--- config.mk ---
export PLATFORM = sky130hd
export DESIGN_NAME = qspi_cfg_flash
export DESIGN_NICKNAME = d
export VERILOG_FILES = /design/src/verilog/qspi_cmd_pkg.sv /design/src/verilog/qspi_bus_pkg.sv /design/src/verilog/flash_lane.sv /design/src/verilog/lane_collector.sv /design/src/verilog/qspi_shifter.sv /design/src/verilog/qspi_sequencer.sv /design/src/verilog/qspi_cfg_flash.sv
export VERILOG_INCLUDE_DIRS = /design/src /design/src/verilog
export SDC_FILE = /design/constraint.sdc
export NUM_CORES = 1
export LEC_CHECK = 0
export BUFFER_PORTS_ARGS = -buffer_cell sky130_fd_sc_hd__buf_2
export CELL_PAD_IN_SITES_DETAIL_PLACEMENT = 1
export CELL_PAD_IN_SITES_GLOBAL_PLACEMENT = 1
export CORE_MARGIN = 1.5
export CORE_UTILIZATION = 42
export DETAILED_ROUTE_END_ITERATION = 8
export GPL_TIMING_DRIVEN = 0
export PLACE_DENSITY_LB_ADDON = 0.1
export SLEW_MARGIN = 5
export SYNTH_ARGS = -nofsm -noshare
export SYNTH_HDL_FRONTEND = slang
export SYNTH_SLANG_ARGS = --single-unit
export TNS_END_PERCENT = 1
--- constraint.sdc ---
create_clock -name clk -period 2.8 [get_ports clk]
set_clock_uncertainty 0.15 [all_clocks]
set_input_delay 0 -clock clk [delete_from_list [all_inputs] [get_ports clk]]
set_output_delay 0 -clock clk [all_outputs]
set_load 0.02 [all_outputs]
--- src/verilog/qspi_cfg.svh ---
/*
 * Build constants for the parallel quad-IO configuration flash reader
 */
`ifndef QSPI_CFG_SVH
`define QSPI_CFG_SVH

// Devices sharing one chip select and one serial clock
`define QSPI_N_FLASH 4

// log2 of the device count
`define QSPI_LANE_SHIFT 2

// Controller byte address width
`define QSPI_ADDR_W 24

// Guard time in clocks before a session may start
`define QSPI_WAIT_CYCLES 32

// Dummy sck cycles after the address of a quad-IO read
`define QSPI_DUMMY_CYCLES 6

`endif

--- src/verilog/qspi_cmd_pkg.sv ---
/*
 * Flash command set, status register layout and sequencer encodings
 */
package qspi_cmd_pkg;

	typedef logic [7:0] opcode_t;

	// Commands used by the reader
	localparam opcode_t OP_RDSR = 8'h05;
	localparam opcode_t OP_WREN = 8'h06;
	localparam opcode_t OP_WRSR = 8'h01;
	localparam opcode_t OP_QIOR = 8'hEB;

	// Status register layout
	localparam logic [7:0] SR_QE_VALUE = 8'h40;
	localparam int SR_QE_BIT = 6;
	localparam int SR_WIP_BIT = 0;

	typedef enum logic [3:0] {
		ST_INIT, ST_WAIT, ST_RDSR, ST_WREN, ST_WRSR, ST_POLL,
		ST_NCS_HIGH, ST_OPCODE, ST_ADDR, ST_DUMMY, ST_READ, ST_READ_HIGH
	} seq_state_e;

	// Item loaded into the serializer at the start of a phase
	typedef enum logic [1:0] {
		SEL_NONE, SEL_OPCODE, SEL_WRSR_DATA, SEL_ADDR
	} shift_sel_e;

endpackage

--- src/verilog/qspi_bus_pkg.sv ---
/*
 * Controller side and pin side types of the configuration flash reader
 */
`include "qspi_cfg.svh"

package qspi_bus_pkg;

	typedef logic [`QSPI_ADDR_W-1:0] byte_addr_t;
	typedef logic [23:0] flash_addr_t;
	typedef logic [3:0] nibble_t;
	typedef logic [7:0] status_t;
	typedef logic [`QSPI_N_FLASH*4-1:0] data_word_t;
	typedef logic [`QSPI_N_FLASH-1:0] lane_mask_t;

	typedef struct packed {
		byte_addr_t addr;
		byte_addr_t stop_addr;
		logic addr_sload;
		logic addr_cnt_en;
		logic data_request;
		logic access_granted;
	} ctrl_req_t;

	typedef struct packed {
		logic data_ready;
		data_word_t data;
		logic done;
		logic access_request;
	} ctrl_rsp_t;

	// Shared by every device on the board
	typedef struct packed {
		logic sck;
		logic ncs;
		nibble_t io_out;
		logic [3:0] io_oe;
	} flash_out_t;

endpackage

--- src/verilog/flash_lane.sv ---
/*
 * One device lane holding its status byte and its latest data nibble
 */
`timescale 1ns/1ps

module flash_lane (
	input  logic clk,
	input  logic nreset,
	input  qspi_bus_pkg::nibble_t io_in,
	input  logic capture_status,
	input  logic capture_data,
	output qspi_bus_pkg::status_t status,
	output qspi_bus_pkg::nibble_t nibble
);

	// Status arrives on io1 most significant bit first
	always_ff @(posedge clk or negedge nreset) begin
		if (!nreset)
			status <= '0;
		else if (capture_status)
			status <= {status[6:0], io_in[1]};
	end

	// io3 lands in the top bit of the nibble
	always_ff @(posedge clk) begin
		if (capture_data)
			nibble <= io_in;
	end

endmodule

--- src/verilog/lane_collector.sv ---
/*
 * Combines lane status into quad and idle flags and packs the data word
 */
`timescale 1ns/1ps
`include "qspi_cfg.svh"

module lane_collector (
	input  qspi_bus_pkg::status_t [`QSPI_N_FLASH-1:0] lane_status,
	input  qspi_bus_pkg::nibble_t [`QSPI_N_FLASH-1:0] lane_nibble,
	output logic all_quad,
	output logic all_idle,
	output qspi_bus_pkg::data_word_t data
);

	qspi_bus_pkg::lane_mask_t qe_mask;
	qspi_bus_pkg::lane_mask_t wip_mask;

	always_comb begin
		for (int k = 0; k < `QSPI_N_FLASH; k++) begin
			qe_mask[k] = lane_status[k][qspi_cmd_pkg::SR_QE_BIT];
			wip_mask[k] = lane_status[k][qspi_cmd_pkg::SR_WIP_BIT];
			// Device k owns nibble k of the word
			data[4*k +: 4] = lane_nibble[k];
		end
	end

	// Every device must agree before the read may start
	assign all_quad = &qe_mask;
	assign all_idle = ~|wip_mask;

endmodule

--- src/verilog/qspi_shifter.sv ---
/*
 * Serializer for opcodes, status value and address on the shared IO lines
 */
`timescale 1ns/1ps

module qspi_shifter (
	input  logic clk,
	input  logic nreset,
	input  qspi_cmd_pkg::seq_state_e state,
	input  qspi_cmd_pkg::shift_sel_e shift_sel,
	input  logic shift_load,
	input  logic sck_rise,
	input  qspi_bus_pkg::flash_addr_t flash_addr,
	output qspi_bus_pkg::nibble_t pins_io,
	output logic [3:0] pins_oe
);

	qspi_cmd_pkg::opcode_t opcode;
	logic [23:0] load_value;
	logic [23:0] sreg;
	logic [23:0] cur;

	always_comb begin
		case (state)
			qspi_cmd_pkg::ST_RDSR, qspi_cmd_pkg::ST_POLL: opcode = qspi_cmd_pkg::OP_RDSR;
			qspi_cmd_pkg::ST_WREN: opcode = qspi_cmd_pkg::OP_WREN;
			default: opcode = qspi_cmd_pkg::OP_QIOR;
		endcase
		case (shift_sel)
			qspi_cmd_pkg::SEL_OPCODE: load_value = {opcode, 16'h0000};
			qspi_cmd_pkg::SEL_WRSR_DATA:
				load_value = {qspi_cmd_pkg::OP_WRSR, qspi_cmd_pkg::SR_QE_VALUE, 8'h00};
			qspi_cmd_pkg::SEL_ADDR: load_value = flash_addr;
			default: load_value = '0;
		endcase
	end

	// First bit is visible during the load cycle so it is stable at the first rise
	assign cur = shift_load ? load_value : sreg;

	always_ff @(posedge clk or negedge nreset) begin
		if (!nreset)
			sreg <= '0;
		else if (shift_load)
			sreg <= load_value;
		else if (sck_rise) begin
			if (state == qspi_cmd_pkg::ST_ADDR)
				sreg <= {sreg[19:0], 4'h0};
			else
				sreg <= {sreg[22:0], 1'b0};
		end
	end

	// Line levels per phase, io1 is left free for status readback
	always_comb begin
		case (state)
			qspi_cmd_pkg::ST_ADDR: begin
				pins_io = cur[23:20];
				pins_oe = 4'b1111;
			end
			qspi_cmd_pkg::ST_DUMMY: begin
				pins_io = 4'b0000;
				pins_oe = 4'b1111;
			end
			qspi_cmd_pkg::ST_READ, qspi_cmd_pkg::ST_READ_HIGH: begin
				pins_io = 4'b0000;
				pins_oe = 4'b0000;
			end
			default: begin
				pins_io = {2'b11, 1'b0, cur[23]};
				pins_oe = 4'b1101;
			end
		endcase
	end

endmodule

--- src/verilog/qspi_sequencer.sv ---
/*
 * Session FSM of the flash reader with status checks, pacing counters,
 * controller handshakes and the word counter behind the done flag
 */
`timescale 1ns/1ps
`include "qspi_cfg.svh"

module qspi_sequencer (
	input  logic clk,
	input  logic nreset,
	input  qspi_bus_pkg::ctrl_req_t ctrl,
	input  logic all_quad,
	input  logic all_idle,
	output qspi_cmd_pkg::seq_state_e state,
	output qspi_cmd_pkg::shift_sel_e shift_sel,
	output logic shift_load,
	output logic sck_rise,
	output logic sck,
	output logic ncs,
	output logic capture_status,
	output logic capture_data,
	output qspi_bus_pkg::flash_addr_t flash_addr,
	output logic data_ready,
	output logic done,
	output logic access_request
);

	localparam int WORD_SHIFT = `QSPI_LANE_SHIFT - 1;
	localparam int NCS_HIGH_CYCLES = 16;

	qspi_cmd_pkg::seq_state_e next_state;
	qspi_cmd_pkg::seq_state_e last_cmd;
	logic [4:0] bit_cnt;
	logic [5:0] tmr;
	logic pending;
	logic granted;
	logic cmd_phase;
	logic last_bit;
	logic abort;
	logic advance;
	qspi_bus_pkg::byte_addr_t word_cnt;
	qspi_bus_pkg::byte_addr_t stop_word;

	function automatic logic is_cmd(input qspi_cmd_pkg::seq_state_e s);
		return s inside {qspi_cmd_pkg::ST_RDSR, qspi_cmd_pkg::ST_WREN,
			qspi_cmd_pkg::ST_WRSR, qspi_cmd_pkg::ST_POLL, qspi_cmd_pkg::ST_OPCODE,
			qspi_cmd_pkg::ST_ADDR, qspi_cmd_pkg::ST_DUMMY};
	endfunction

	// Number of sck rises in each command phase
	function automatic logic [4:0] cmd_bits(input qspi_cmd_pkg::seq_state_e s);
		case (s)
			qspi_cmd_pkg::ST_WREN, qspi_cmd_pkg::ST_OPCODE: cmd_bits = 5'd8;
			qspi_cmd_pkg::ST_ADDR: cmd_bits = 5'd6;
			qspi_cmd_pkg::ST_DUMMY: cmd_bits = 5'(`QSPI_DUMMY_CYCLES);
			default: cmd_bits = 5'd16;
		endcase
	endfunction

	// sck_rise marks the high half of sck, the bit is consumed at its end
	assign cmd_phase = is_cmd(state);
	assign sck_rise = cmd_phase && sck;
	assign last_bit = sck_rise && (bit_cnt == cmd_bits(state) - 5'd1);
	assign shift_load = cmd_phase && !sck && (bit_cnt == 5'd0);

	assign data_ready = (state == qspi_cmd_pkg::ST_READ_HIGH);
	assign capture_data = (state == qspi_cmd_pkg::ST_READ);
	assign capture_status = sck_rise && (bit_cnt >= 5'd8) &&
		(state == qspi_cmd_pkg::ST_RDSR || state == qspi_cmd_pkg::ST_POLL);

	assign abort = pending || !granted;
	assign advance = data_ready && ctrl.addr_cnt_en && !abort;

	always_comb begin
		case (state)
			qspi_cmd_pkg::ST_RDSR, qspi_cmd_pkg::ST_WREN,
			qspi_cmd_pkg::ST_POLL, qspi_cmd_pkg::ST_OPCODE: shift_sel = qspi_cmd_pkg::SEL_OPCODE;
			qspi_cmd_pkg::ST_WRSR: shift_sel = qspi_cmd_pkg::SEL_WRSR_DATA;
			qspi_cmd_pkg::ST_ADDR: shift_sel = qspi_cmd_pkg::SEL_ADDR;
			default: shift_sel = qspi_cmd_pkg::SEL_NONE;
		endcase
	end

	// ********************
	// Next state
	// ********************
	always_comb begin
		next_state = state;
		case (state)
			qspi_cmd_pkg::ST_INIT: next_state = qspi_cmd_pkg::ST_WAIT;
			qspi_cmd_pkg::ST_WAIT: begin
				if (tmr == 6'(`QSPI_WAIT_CYCLES) && pending && granted && ctrl.data_request)
					next_state = qspi_cmd_pkg::ST_RDSR;
			end
			qspi_cmd_pkg::ST_RDSR, qspi_cmd_pkg::ST_WREN,
			qspi_cmd_pkg::ST_WRSR, qspi_cmd_pkg::ST_POLL: begin
				if (last_bit)
					next_state = qspi_cmd_pkg::ST_NCS_HIGH;
			end
			qspi_cmd_pkg::ST_OPCODE: begin
				if (last_bit)
					next_state = qspi_cmd_pkg::ST_ADDR;
			end
			qspi_cmd_pkg::ST_ADDR: begin
				if (last_bit)
					next_state = qspi_cmd_pkg::ST_DUMMY;
			end
			qspi_cmd_pkg::ST_DUMMY: begin
				if (last_bit)
					next_state = qspi_cmd_pkg::ST_READ;
			end
			qspi_cmd_pkg::ST_READ: begin
				next_state = abort ? qspi_cmd_pkg::ST_WAIT : qspi_cmd_pkg::ST_READ_HIGH;
			end
			qspi_cmd_pkg::ST_READ_HIGH: begin
				if (abort)
					next_state = qspi_cmd_pkg::ST_WAIT;
				else if (ctrl.addr_cnt_en)
					next_state = qspi_cmd_pkg::ST_READ;
			end
			qspi_cmd_pkg::ST_NCS_HIGH: begin
				// Branch on the command that just finished
				if (tmr == 6'(NCS_HIGH_CYCLES - 1)) begin
					case (last_cmd)
						qspi_cmd_pkg::ST_RDSR: next_state = all_quad ?
							qspi_cmd_pkg::ST_OPCODE : qspi_cmd_pkg::ST_WREN;
						qspi_cmd_pkg::ST_WREN: next_state = qspi_cmd_pkg::ST_WRSR;
						qspi_cmd_pkg::ST_WRSR: next_state = qspi_cmd_pkg::ST_POLL;
						default: next_state = all_idle ?
							qspi_cmd_pkg::ST_RDSR : qspi_cmd_pkg::ST_POLL;
					endcase
				end
			end
			default: next_state = qspi_cmd_pkg::ST_INIT;
		endcase
	end

	always_ff @(posedge clk or negedge nreset) begin
		if (!nreset) begin
			state <= qspi_cmd_pkg::ST_INIT;
			last_cmd <= qspi_cmd_pkg::ST_RDSR;
			sck <= 1'b0;
			ncs <= 1'b1;
			bit_cnt <= '0;
			tmr <= '0;
		end else begin
			state <= next_state;
			// Half rate sck in command phases, held high while a word waits
			sck <= (next_state == qspi_cmd_pkg::ST_READ_HIGH) ||
				(cmd_phase && is_cmd(next_state) && !sck);
			ncs <= !(is_cmd(next_state) || next_state == qspi_cmd_pkg::ST_READ ||
				next_state == qspi_cmd_pkg::ST_READ_HIGH);
			if (cmd_phase)
				last_cmd <= state;
			if (next_state != state) begin
				bit_cnt <= '0;
				tmr <= '0;
			end else begin
				if (sck_rise)
					bit_cnt <= bit_cnt + 5'd1;
				if (tmr != 6'(`QSPI_WAIT_CYCLES))
					tmr <= tmr + 6'd1;
			end
		end
	end

	// ********************
	// Controller side
	// ********************
	always_ff @(posedge clk or negedge nreset) begin
		if (!nreset) begin
			access_request <= 1'b0;
			granted <= 1'b0;
			pending <= 1'b0;
			word_cnt <= '0;
			done <= 1'b0;
		end else begin
			access_request <= ctrl.data_request;
			if (!ctrl.data_request)
				granted <= 1'b0;
			else if (!granted)
				granted <= ctrl.access_granted;
			// A load stays pending until its address goes out
			if (ctrl.addr_sload)
				pending <= 1'b1;
			else if (state == qspi_cmd_pkg::ST_OPCODE && last_bit)
				pending <= 1'b0;
			if (ctrl.addr_sload)
				word_cnt <= ctrl.addr >> WORD_SHIFT;
			else if (advance)
				word_cnt <= word_cnt + 1'b1;
			if (ctrl.addr_sload)
				done <= 1'b0;
			else if (word_cnt == stop_word)
				done <= 1'b1;
		end
	end

	always_ff @(posedge clk) begin
		if (ctrl.addr_sload) begin
			flash_addr <= qspi_bus_pkg::flash_addr_t'(ctrl.addr >> `QSPI_LANE_SHIFT);
			stop_word <= ctrl.stop_addr >> WORD_SHIFT;
		end
	end

endmodule

--- src/verilog/qspi_cfg_flash.sv ---
/*
 * Configuration flash reader for parallel quad-IO serial flash devices
 */
`timescale 1ns/1ps
`include "qspi_cfg.svh"

module qspi_cfg_flash (
	input  logic clk,
	input  logic nreset,
	input  qspi_bus_pkg::ctrl_req_t ctrl,
	output qspi_bus_pkg::ctrl_rsp_t rsp,
	output qspi_bus_pkg::flash_out_t flash_out,
	input  qspi_bus_pkg::nibble_t [`QSPI_N_FLASH-1:0] flash_io_in
);

	qspi_cmd_pkg::seq_state_e state;
	qspi_cmd_pkg::shift_sel_e shift_sel;
	qspi_bus_pkg::flash_addr_t flash_addr;
	qspi_bus_pkg::nibble_t pins_io;
	qspi_bus_pkg::status_t [`QSPI_N_FLASH-1:0] lane_status;
	qspi_bus_pkg::nibble_t [`QSPI_N_FLASH-1:0] lane_nibble;
	qspi_bus_pkg::data_word_t data;
	logic [3:0] pins_oe;
	logic shift_load;
	logic sck_rise;
	logic sck;
	logic ncs;
	logic capture_status;
	logic capture_data;
	logic all_quad;
	logic all_idle;
	logic data_ready;
	logic done;
	logic access_request;

	qspi_sequencer u_sequencer (
		.clk(clk),
		.nreset(nreset),
		.ctrl(ctrl),
		.all_quad(all_quad),
		.all_idle(all_idle),
		.state(state),
		.shift_sel(shift_sel),
		.shift_load(shift_load),
		.sck_rise(sck_rise),
		.sck(sck),
		.ncs(ncs),
		.capture_status(capture_status),
		.capture_data(capture_data),
		.flash_addr(flash_addr),
		.data_ready(data_ready),
		.done(done),
		.access_request(access_request)
	);

	qspi_shifter u_shifter (
		.clk(clk),
		.nreset(nreset),
		.state(state),
		.shift_sel(shift_sel),
		.shift_load(shift_load),
		.sck_rise(sck_rise),
		.flash_addr(flash_addr),
		.pins_io(pins_io),
		.pins_oe(pins_oe)
	);

	// One lane per device
	for (genvar k = 0; k < `QSPI_N_FLASH; k++) begin : g_lane
		flash_lane u_lane (
			.clk(clk),
			.nreset(nreset),
			.io_in(flash_io_in[k]),
			.capture_status(capture_status),
			.capture_data(capture_data),
			.status(lane_status[k]),
			.nibble(lane_nibble[k])
		);
	end

	lane_collector u_collector (
		.lane_status(lane_status),
		.lane_nibble(lane_nibble),
		.all_quad(all_quad),
		.all_idle(all_idle),
		.data(data)
	);

	assign rsp = '{data_ready: data_ready, data: data, done: done,
		access_request: access_request};
	assign flash_out = '{sck: sck, ncs: ncs, io_out: pins_io, io_oe: pins_oe};

endmodule

==> metrics.md, run 1 <==
| Metric | Value |
|---|---|
| Run status | `finished, final reports clean` |
| Max clock buf depth | `2` |
| Delay of the slowest cell on the worst path | `390 ps` |
| DR vias/cell | `5.32` |
| Crit-path cells | `buf_6 > and2b_2 > nand2_4 > ha_4 > xnor2_1 > xnor2_1 > nor4_4 > buf_4 > and2_4 > o211ai_4 > nand3_4 > buf_8 > nor3_4` |
| Synth cell types | `72` |
| Worst skew pair latency | `430 ps` |
| Slew Limit Fails | `0` |
| Fillers | `1833` |
| Flops & latches, synth | `162` |
| Post-DP Area | `8380 µm²` |
| Max-cap viol count | `0` |
| Hold WS | `113 ps` |
| Antenna-violating nets left | `0` |
| Nets | `917` |
| Buf/Inv on CP | `3` |
| Slowest cell on crit path | `dfrtp_1` |
| DR iter-0 viols | `333` |
| RSZ-0062 raised after global routing | `true` |
| Clock transition at the registers of the reported paths | `70 ps` |
| First-pass GRT wire length | `34200 µm` |
| WP data arrival | `2930 ps` |
| Row Count | `48` |
| Die ar. | `18900 µm²` |
| Synth-to-layout area growth | `30.7%` |
| Mapped cell area | `7590 µm²` |
| Grt ovf | `0` |
| Async set or reset register ratio after synthesis | `0.623` |
| Worst setup SP type | `flip-flop` |
| Die Height | `137 µm` |
| WS Path Type | `reg2reg` |
| CP dominant cell by count | `xnor2_1` |
| Final hold vios | `0` |
| Top delay family on crit path | `simple AND/OR/NAND/NOR gates` |
| Worst ir drop on vdd | `0.442 mV` |
| Die extent in x | `137 µm` |
| Slew Limit Headroom | `0.294` |
| Clk sinks | `162` |
| CP endpoint kind | `flip-flop` |
| Register area share after synthesis | `0.575` |
| Largest net degree at the start of global routing | `65` |
| GPL Wtd Cong | `0.842` |
| Peak Freq | `366 MHz` |
| Crit path time final | `2730 ps` |
| Final setup viols | `0` |
| Top cells by count, synth | `dfrtp_1 (99), nand2_1 (99), edfxtp_1 (61), xnor2_1 (36), a21oi_1 (31)` |
| Synth warn | `0` |
| Vias in the first global route | `6329` |
| Final core occ | `0.567` |
| Initial antenna violation count | `0` |
| Maximum fanout along the worst path | `5` |
| PwrDens | `537 nW/µm²` |
| Clock root cell | `clkbuf_16` |
| Hold Path Class | `in2reg` |
| Hpwl dp | `13600 µm` |
| Top cell type's share of synthesized area | `0.326` |
| CTS tree | `done` |
| Synth area leader | `dfrtp_1` |
| Share of layout cells above drive strength 1 | `0.277` |
| Drt wl/cell | `19.6 µm` |
| Routed vias | `5739` |
| Remaining DRCs | `0` |
| Boundary Pins | `99` |
| GRT Total Usage | `0.240` |
| Syn Area/Cell | `11.7 µm²` |
| Synth Instances | `646` |
| Static Leak | `0.00420 µW` |
| Drt total wl | `21100 µm` |
| Most area-consuming cells after synthesis | `dfrtp_1 (33%), edfxtp_1 (24%), nand2_1 (4.9%), mux2_2 (4.3%), xnor2_1 (4.2%)` |
| Main flop type after synthesis | `dfrtp_1` |
| EDFF count, synth | `61` |
| Total negative slack | `0 ps` |
| Final worst-path cycle share | `0.976` |
| DRT Pass-1 Iters | `5` |
| Post-route cell area | `9920 µm²` |
| Syn nets | `723` |
| Critical Path RT | `3000 ps` |
| H-tree depth | `4` |
| Core box area | `17500 µm²` |
| Count of buffers from port buffering | `96` |
| # diodes | `0` |
| Power consumption | `5330 µW` |
| Initial Utilization | `0.434` |
| Worst-margin pin slew | `1060 ps` |
| Num CTS Buffers | `17` |
repair_timing:
item,CTS,global route
setup buffers,6,6
hold buffers,67,0
endpoints found under the hold margin,190,0
gates resized for setup,16,12
gates cloned,2,0
setup endpoints to repair,14,17
pin swaps,6,9
path summary, 6_finish.rpt:
path	startpoint	cells after the start	to	slack, ps
worst max-delay path	u_sequencer.state[3]	13	u_sequencer.bit_cnt[4]	70
min in group asynchronous	nreset	3	u_sequencer.ncs	500
worst min register to register	u_sequencer.flash_addr[1]	2	u_shifter.sreg[1]	330
worst min-delay path	ctrl[1]	2	u_sequencer.access_request	110
max in group asynchronous	nreset	4	u_sequencer.last_cmd[1]	1630
worst max register to register	u_sequencer.state[3]	13	u_sequencer.bit_cnt[4]	70
worst register-to-register path, stage by stage, from the launching register on:
cell and delay, ps:
dfrtp_1 390, buf_6 130, and2b_2 240, nand2_4 80
ha_4 160, xnor2_1 130, xnor2_1 240, nor4_4 70
buf_4 170, and2_4 200, o211ai_4 230, nand3_4 140
buf_8 170, nor3_4 160
cells by family (layout without fill, tap and decap cells):
logic type                 after synthesis  count (layout)  synth area share
and+or+nand+nor                        221             221             0.156
DFF                                    162             162             0.575
AOI/OAI and AO/OA                      110             110            0.0983
muxes                                   34              34            0.0496
adders and majority gates                7               7            0.0115
buffers and inverters                   50             257            0.0384
xor gates and xnor gates                62              62            0.0715
flip-flops by register name, indices dropped and copies added (netlist names), 5 cells and up:
name,cells
g_lane.u_lane.nibble,16
u_sequencer.tmr,6
u_sequencer.bit_cnt,5
u_sequencer.word_cnt,24
u_shifter.sreg,24
u_sequencer.stop_word,23
u_sequencer.flash_addr,22
g_lane.u_lane.status,28
cell type report:
class                           count  area [µm²]  area share
Timing Repair Buffer              176        1310       0.132
Buffer                             39         267      0.0269
Inverter                           10        37.5     0.00379
Tap cell                          225         282      0.0284
Clock inverter                      7        57.6     0.00580
Multi-Input combinational cell    434        3050       0.308
Sequential cell                   162        4360       0.440
Clock buffer                       25         551      0.0555
where the power goes:
part,internal [µW],switching (µW)
logic,167,150
clock network,1390,994
registers,2560,75.2
total,4110,1220
through the flow:
| step | worst slack (ps) | cells |
|---|---|---|
| 2_1_floorplan | 178 | 646 |
| 3_3_place_gp | -201 | 967 |
| 3_5_place_dp | -256 | 968 |
| 4_1_cts | 12.7 | 1074 |
| 5_1_grt | -56.4 | 1078 |
| 6_report | 68.1 | 1078 |
cell usage in the layout, fill, tap and decap left out, types with 13 or more instances in the layout:
master,count
clkbuf_1,15
xnor2_1,35
nand2_1,97
buf_4,24
dfrtp_1,99
xor2_1,26
nand4_1,16
dlygate4sd3_1,66
nand3_1,22
clkbuf_16,21
edfxtp_1,61
nor2_1,19
a221o_1,13
mux2_2,29
o21ai_0,30
buf_2,100
a21oi_1,31
routing by layer:
metal | global-route usage | vias up | routed length, µm
li1 | - | 2698 | -
met1 | 0.321 | 2908 | 9540
met2 | 0.396 | 105 | 10600
met3 | 0.0460 | 28 | 632
met4 | 0.0725 | 0 | 308
met5 | 0 | - | 0
(Power assumes the default switching activity.)
==> run 2, diff against run 1 <==
SYNTH_HIERARCHICAL = 1   (was not set)
==> metrics.md, run 2 <==
| Metric | Value |
|---|---|
| Run status | `finished, violations left (was finished, final reports clean)` |
| Failing checks | `setup timing` |
| Worst ir drop on vdd | `0.420 mV (was 0.442 mV)` |
| Initial Utilization | `0.429 (was 0.434)` |
| DR WL met3 | `691 µm (was 632 µm)` |
| Most frequent cells in the layout | `buf_2 (96), dfrtp_1 (95), nand2_1 (94), dlygate4sd3_1 (67), edfxtp_1 (61) (was buf_2 (100), dfrtp_1 (99), nand2_1 (97), dlygate4sd3_1 (66), edfxtp_1 (61))` |
| Boundary Pins | `99 (unchanged)` |
| Synth-to-layout area growth | `34.1% (was 30.7%)` |
| Met2 wire length | `11300 µm (was 10600 µm)` |
| Post-route cell area | `10800 µm² (was 9920 µm²)` |
| Post-DP Area | `8850 µm² (was 8380 µm²)` |
| Final setup viols | `20 (was 0)` |
| Clk pwr share | `0.330 (was 0.447)` |
| Crit path time final | `2960 ps (was 2730 ps)` |
| Antenna-violating nets left | `0 (unchanged)` |
| DR iter-0 viols | `328 (was 333)` |
| Die Height | `141 µm (was 137 µm)` |
| Sequential power share | `0.444 (was 0.494)` |
| DRT Pass-1 Iters | `5 (unchanged)` |
| Drt total wl | `22300 µm (was 21100 µm)` |
| # diodes | `0 (unchanged)` |
| Clock transition at the registers of the reported paths | `70 ps (about the same)` |
| Synth warn | `6 (was 0)` |
| Met1 WL | `10100 µm (was 9540 µm)` |
| DR vias/cell | `5.31 (was 5.32)` |
| Worst setup SP type | `flip-flop (unchanged)` |
| Largest regs | `g_lane.u_lane/status x28, u_sequencer/word_cnt x24, u_shifter/sreg x24 (was g_lane.u_lane.status x28, u_sequencer.word_cnt x24, u_shifter.sreg x24)` |
| Worst-margin pin slew | `1090 ps (was 1060 ps)` |
| Die extent in x | `141 µm (was 137 µm)` |
| Synth Instances | `715 (was 646)` |
| Fillers | `1950 (was 1833)` |
| Initial antenna violation count | `0 (unchanged)` |
| Critical Path RT | `2980 ps (was 3000 ps)` |
| Vias in the first global route | `6807 (was 6329)` |
| Max-cap viol count | `0 (unchanged)` |
| Largest Register | `g_lane.u_lane/status (was g_lane.u_lane.status)` |
| Count of buffers from port buffering | `96 (unchanged)` |
| Comb pwr share | `0.227 (was 0.059)` |
| Mapped cell area | `8030 µm² (was 7590 µm²)` |
| Slew Limit Fails | `0 (unchanged)` |
| RSZ-0062 raised after global routing | `true (unchanged)` |
| Final worst-path cycle share | `1.06 (was 0.976)` |
| Top routing layer in use | `met4 (unchanged)` |
| WS Path Type | `reg2reg (unchanged)` |
| Max clock buf depth | `2 (unchanged)` |
| H-tree depth | `4 (unchanged)` |
| Nets | `1003 (was 917)` |
| Clk sinks | `162 (unchanged)` |
| Pint | `4780 µW (was 4110 µW)` |
| NetSw | `2100 µW (was 1220 µW)` |
| Max FFs per register | `28 (unchanged)` |
| Core box area | `18700 µm² (was 17500 µm²)` |
| Final hold vios | `0 (unchanged)` |
| Worst skew pair latency | `420 ps (was 430 ps)` |
| Power consumption | `6880 µW (was 5330 µW)` |
| Peak Freq | `338 MHz (was 366 MHz)` |
| Most common cell after layout, fill and taps aside | `buf_2 (unchanged)` |
| Hold Path Class | `in2reg (unchanged)` |
| Grt ovf | `0 (unchanged)` |
| Static Leak | `0.00447 µW (was 0.00420 µW)` |
| Share of layout cells above drive strength 1 | `0.320 (was 0.277)` |
| Row Count | `50 (was 48)` |
| Die ar. | `20000 µm² (was 18900 µm²)` |
| GPL Wtd Cong | `0.849 (was 0.842)` |
| Switching Fraction | `0.306 (was 0.229)` |
| Maximum fanout along the worst path | `10 (was 5)` |
| Hpwl dp | `14500 µm (was 13600 µm)` |
| WP data arrival | `3130 ps (was 2930 ps)` |
| Clock root cell | `clkbuf_16 (unchanged)` |
| Final core occ | `0.576 (was 0.567)` |
| CP endpoint kind | `flip-flop (unchanged)` |
| Hold WS | `64.9 ps (was 113 ps)` |
| Syn Area/Cell | `11.2 µm² (was 11.7 µm²)` |
| Routed vias | `6232 (was 5739)` |
| Drt wl/cell | `19.0 µm (was 19.6 µm)` |
| CTS tree | `done (unchanged)` |
| Remaining DRCs | `0 (unchanged)` |
| Num CTS Buffers | `17 (unchanged)` |
| Largest net degree at the start of global routing | `69 (was 65)` |
| Slew Limit Headroom | `0.274 (was 0.294)` |
| First-pass GRT wire length | `35900 µm (was 34200 µm)` |
| PwrDens | `639 nW/µm² (was 537 nW/µm²)` |
| Setup WS post-layout | `-157 ps (was 68.1 ps)` |
| GRT Total Usage | `0.231 (was 0.240)` |
[run 2: area by class of cell]
class / instances / area (µm²) / share of cell area
inverters: 14 / 52.6 / 0.00488
plain buffers: 62 / 477 / 0.0443
repair buffers: 195 / 1470 / 0.137
well taps: 234 / 293 / 0.0272
clock inverters: 13 / 124 / 0.0115
multi-input cells: 475 / 3550 / 0.329
clock buffers: 19 / 443 / 0.0411
flip-flops and latches: 162 / 4370 / 0.405
[run 2: worst max-delay path, cell delays in order (launching register included)]
cell	delay [ps]
dfrtp_2	440
buf_8	150
nand3b_1	240
ha_4	230
xnor2_4	160
and3_4	230
nor4b_4	60
buf_4	160
buf_6	110
a211o_1	320
o211a_4	190
buf_8	150
nor4_2	250
[run 2: stage by stage]
step           setup WS [ps]  setup TNS [ps]  instances
4_1_cts                 -190           -2960       1167
3_3_place_gp            -744          -43540       1046
3_5_place_dp            -714          -36130       1047
2_1_floorplan          -21.0           -39.9        716
5_1_grt                 -264           -6270       1174
6_report                -157           -1870       1174
[run 2: power groups by stage]
stage	combinational (µW)	sequential (µW)	clock [µW]
3_3_place_gp	1100	3060	0
4_1_cts	1470	3040	2330
6_report	1560	3050	2270
5_1_grt	1710	3100	2410
3_5_place_dp	1170	3080	0
2_1_floorplan	827	2990	0
[run 2: worst paths after layout]
check / start / to / slack, ps / depth (start not counted)
min reg2reg: u_sequencer/flash_addr[0] / u_shifter/sreg[0] / 320 / 1
max in group asynchronous: nreset / u_sequencer/last_cmd[1] / 1600 / 4
max reg2reg: u_sequencer/state[3] / u_sequencer/bit_cnt[2] / -160 / 12
min: ctrl[2] / u_sequencer/word_cnt[1] / 60 / 5
min in group asynchronous: nreset / u_sequencer/ncs / 510 / 3
max: u_sequencer/state[3] / u_sequencer/bit_cnt[2] / -160 / 12
[run 2: what timing repair did]
item | 4_1_cts | 5_1_grt
hold buffers | 68 | 0
cloned | 2 | 0
setup buffers | 20 | 9
setup endpoints to repair | 88 | 81
pin swaps | 14 | 19
gates resized for setup | 73 | 31
hold endpoints to repair | 190 | 0
[run 2: layer usage]
| layer | vias up | global-route usage |
|---|---|---|
| li1 | 2953 | - |
| met1 | 3142 | 0.294 |
| met2 | 121 | 0.399 |
| met3 | 16 | 0.0456 |
| met4 | 0 | 0.0663 |
| met5 | - | 0 |
==> run 3, diff against run 2 <==
ABC_AREA = 1   (was not set)
CORE_UTILIZATION = 41   (was 42)
==> metrics.md, run 3 <==
| Metric | Value |
|---|---|
| Clock transition at the registers of the reported paths | `70 ps (about the same)` |
| Hold Crit Depth | `2 (was 5)` |
| RSZ-0062 raised after global routing | `true (unchanged)` |
| DRT Pass-1 Iters | `5 (unchanged)` |
| Run status | `finished, final reports clean (was finished, violations left)` |
| Initial antenna violation count | `0 (unchanged)` |
| Slowest cell on crit path | `dfrtp_2 (unchanged)` |
| Peak Freq | `368 MHz (was 338 MHz)` |
| Slew Limit Fails | `0 (unchanged)` |
| Final worst-path cycle share | `0.971 (was 1.06)` |
| Syn Area/Cell | `9.04 µm² (was 11.2 µm²)` |
| Most frequent cells in the layout | `nand2_1 (263), buf_2 (101), dfrtp_1 (95), inv_1 (78), dlygate4sd3_1 (67) (was buf_2 (96), dfrtp_1 (95), nand2_1 (94), dlygate4sd3_1 (67), edfxtp_1 (61))` |
| Mapped cell area | `8270 µm² (was 8030 µm²)` |
| GPL Wtd Cong | `0.866 (was 0.849)` |
| Largest regs | `g_lane.u_lane/status x28, u_sequencer/word_cnt x24, u_shifter/sreg x24 (unchanged)` |
| Reg2Reg Depth | `15 (was 12)` |
| Clk sinks | `162 (unchanged)` |
| PwrDens | `505 nW/µm² (was 639 nW/µm²)` |
| Finished Layout Cells | `1392 (was 1174)` |
| Final setup viols | `0 (was 20)` |
| Crit-path cells | `buf_4 > inv_2 > nand3_2 > ha_4 > nor2_1 > nor3_2 > nand2_1 > nor2_4 > nand2_8 > nand2_4 > nand3_4 > nand2_1 > nand3_2 > buf_8 > nor3_2 (was buf_8 > nand3b_1 > ha_4 > xnor2_4 > and3_4 > nor4b_4 > buf_4 > buf_6 > a211o_1 > o211a_4 > buf_8 > nor4_2)` |
| Synth-to-layout area growth | `28.9% (was 34.1%)` |
| Static Leak | `0.00493 µW (was 0.00447 µW)` |
| Crit path time final | `2720 ps (was 2960 ps)` |
| Die extent in x | `145 µm (was 141 µm)` |
| GRT Total Usage | `0.227 (was 0.231)` |
| WP depth | `15 (was 12)` |
| Top delay family on crit path | `simple AND/OR/NAND/NOR gates (unchanged)` |
| Slew Limit Headroom | `0.277 (was 0.274)` |
| Grt ovf | `0 (unchanged)` |
| Synth Instances | `915 (was 715)` |
| Max-cap viol count | `0 (unchanged)` |
| Worst setup SP type | `flip-flop (unchanged)` |
| WS Path Type | `reg2reg (unchanged)` |
| Antenna-violating nets left | `0 (unchanged)` |
| Placed cell count | `1280 (was 1047)` |
| Routed vias | `6891 (was 6232)` |
| Power consumption | `5380 µW (was 6880 µW)` |
| Vias in the first global route | `7389 (was 6807)` |
| Worst-margin pin slew | `1080 ps (was 1090 ps)` |
| Initial Utilization | `0.422 (was 0.429)` |
| # diodes | `0 (unchanged)` |
| Max clock buf depth | `2 (unchanged)` |
| Maximum fanout along the worst path | `10 (unchanged)` |
| Hold Path Class | `in2reg (unchanged)` |
| WP data arrival | `2900 ps (was 3130 ps)` |
| First-pass GRT wire length | `38000 µm (was 35900 µm)` |
| Largest Register | `g_lane.u_lane/status (unchanged)` |
| Core box area | `19600 µm² (was 18700 µm²)` |
| Boundary Pins | `99 (unchanged)` |
| H-tree depth | `4 (unchanged)` |
| Max FFs per register | `28 (unchanged)` |
| Synth warn | `6 (unchanged)` |
| Fillers | `2298 (was 1950)` |
| Share of layout cells above drive strength 1 | `0.232 (was 0.320)` |
| Drt wl/cell | `16.5 µm (was 19.0 µm)` |
| Nets | `1190 (was 1003)` |
| Most common cell after layout, fill and taps aside | `nand2_1 (was buf_2)` |
| Die ar. | `21000 µm² (was 20000 µm²)` |
| Final hold vios | `0 (unchanged)` |
| Worst skew pair latency | `420 ps (about the same)` |
| Hpwl dp | `15500 µm (was 14500 µm)` |
| Delay of the slowest cell on the worst path | `470 ps (was 440 ps)` |
| Num CTS Buffers | `17 (unchanged)` |
| Remaining DRCs | `0 (unchanged)` |
| CP endpoint kind | `flip-flop (unchanged)` |
| Largest net degree at the start of global routing | `64 (was 69)` |
| Buf/Inv on CP | `3 (was 4)` |
| DR iter-0 viols | `371 (was 328)` |
| Row Count | `51 (was 50)` |
| Die Height | `145 µm (was 141 µm)` |
| Clock root cell | `clkbuf_16 (unchanged)` |
| Critical Path RT | `2980 ps (about the same)` |
| Drt total wl | `23000 µm (was 22300 µm)` |
| DR vias/cell | `4.95 (was 5.31)` |
| Count of buffers from port buffering | `96 (unchanged)` |
| CTS tree | `done (unchanged)` |
| Worst ir drop on vdd | `0.408 mV (was 0.420 mV)` |
-- run 3: cell type report --
class                   instances  area [µm²]  share of cell area
clock buffers                  20         457              0.0429
plain buffers                  52         389              0.0365
inverters                      88         335              0.0315
clock inverters                12         129              0.0121
well taps                     265         332              0.0311
flip-flops and latches        162        4370               0.410
repair buffers                179        1330               0.125
multi-input cells             614        3320               0.311
-- run 3: worst paths after layout --
check / from / to / slack [ps]
min in group asynchronous: nreset / u_sequencer/state[3] / 490
setup / recovery: u_sequencer/state[3] / u_sequencer/tmr[2] / 80
setup reg to reg: u_sequencer/state[3] / u_sequencer/tmr[2] / 80
hold reg to reg: u_sequencer/word_cnt[23] / u_sequencer/word_cnt[23] / 320
max in group asynchronous: nreset / u_sequencer/tmr[2] / 1670
hold / removal: ctrl[1] / u_sequencer/access_request / 130
-- run 3: power by group --
group	switching, µW	total (µW)	internal [µW]
registers	79.9	2640	2560
logic	197	383	186
clock network	991	2350	1360
-- run 3: per-layer routing --
metal / track usage / up-vias / share of wire
li1: - / 3366 / -
met1: 0.302 / 3387 / 0.46
met2: 0.389 / 127 / 0.50
met3: 0.0343 / 11 / 0.031
met4: 0.0577 / 0 / 0.0053
met5: 0 / - / 0
-- run 3: stage by stage --
step	utilization	setup TNS (ps)	setup WS, ps	hold WS (ps)	instance area, µm²
3_5_place_dp	0.467	-11430	-529	-201	9150
3_3_place_gp	0.464	-26560	-532	-22.7	9080
5_1_grt	0.544	-504	-83.9	124	10700
4_1_cts	0.538	0	7.39	68.8	10500
2_1_floorplan	-	0	278	-446	8270
6_report	0.544	0	82.5	128	10700
-- run 3: timing repair --
action / CTS / global route
setup endpoints to repair: 41 / 20
buffers inserted: 8 / 4
hold buffers: 68 / 0
gates resized for setup: 15 / 19
hold endpoints to repair: 189 / 0
pin swaps: 2 / 3
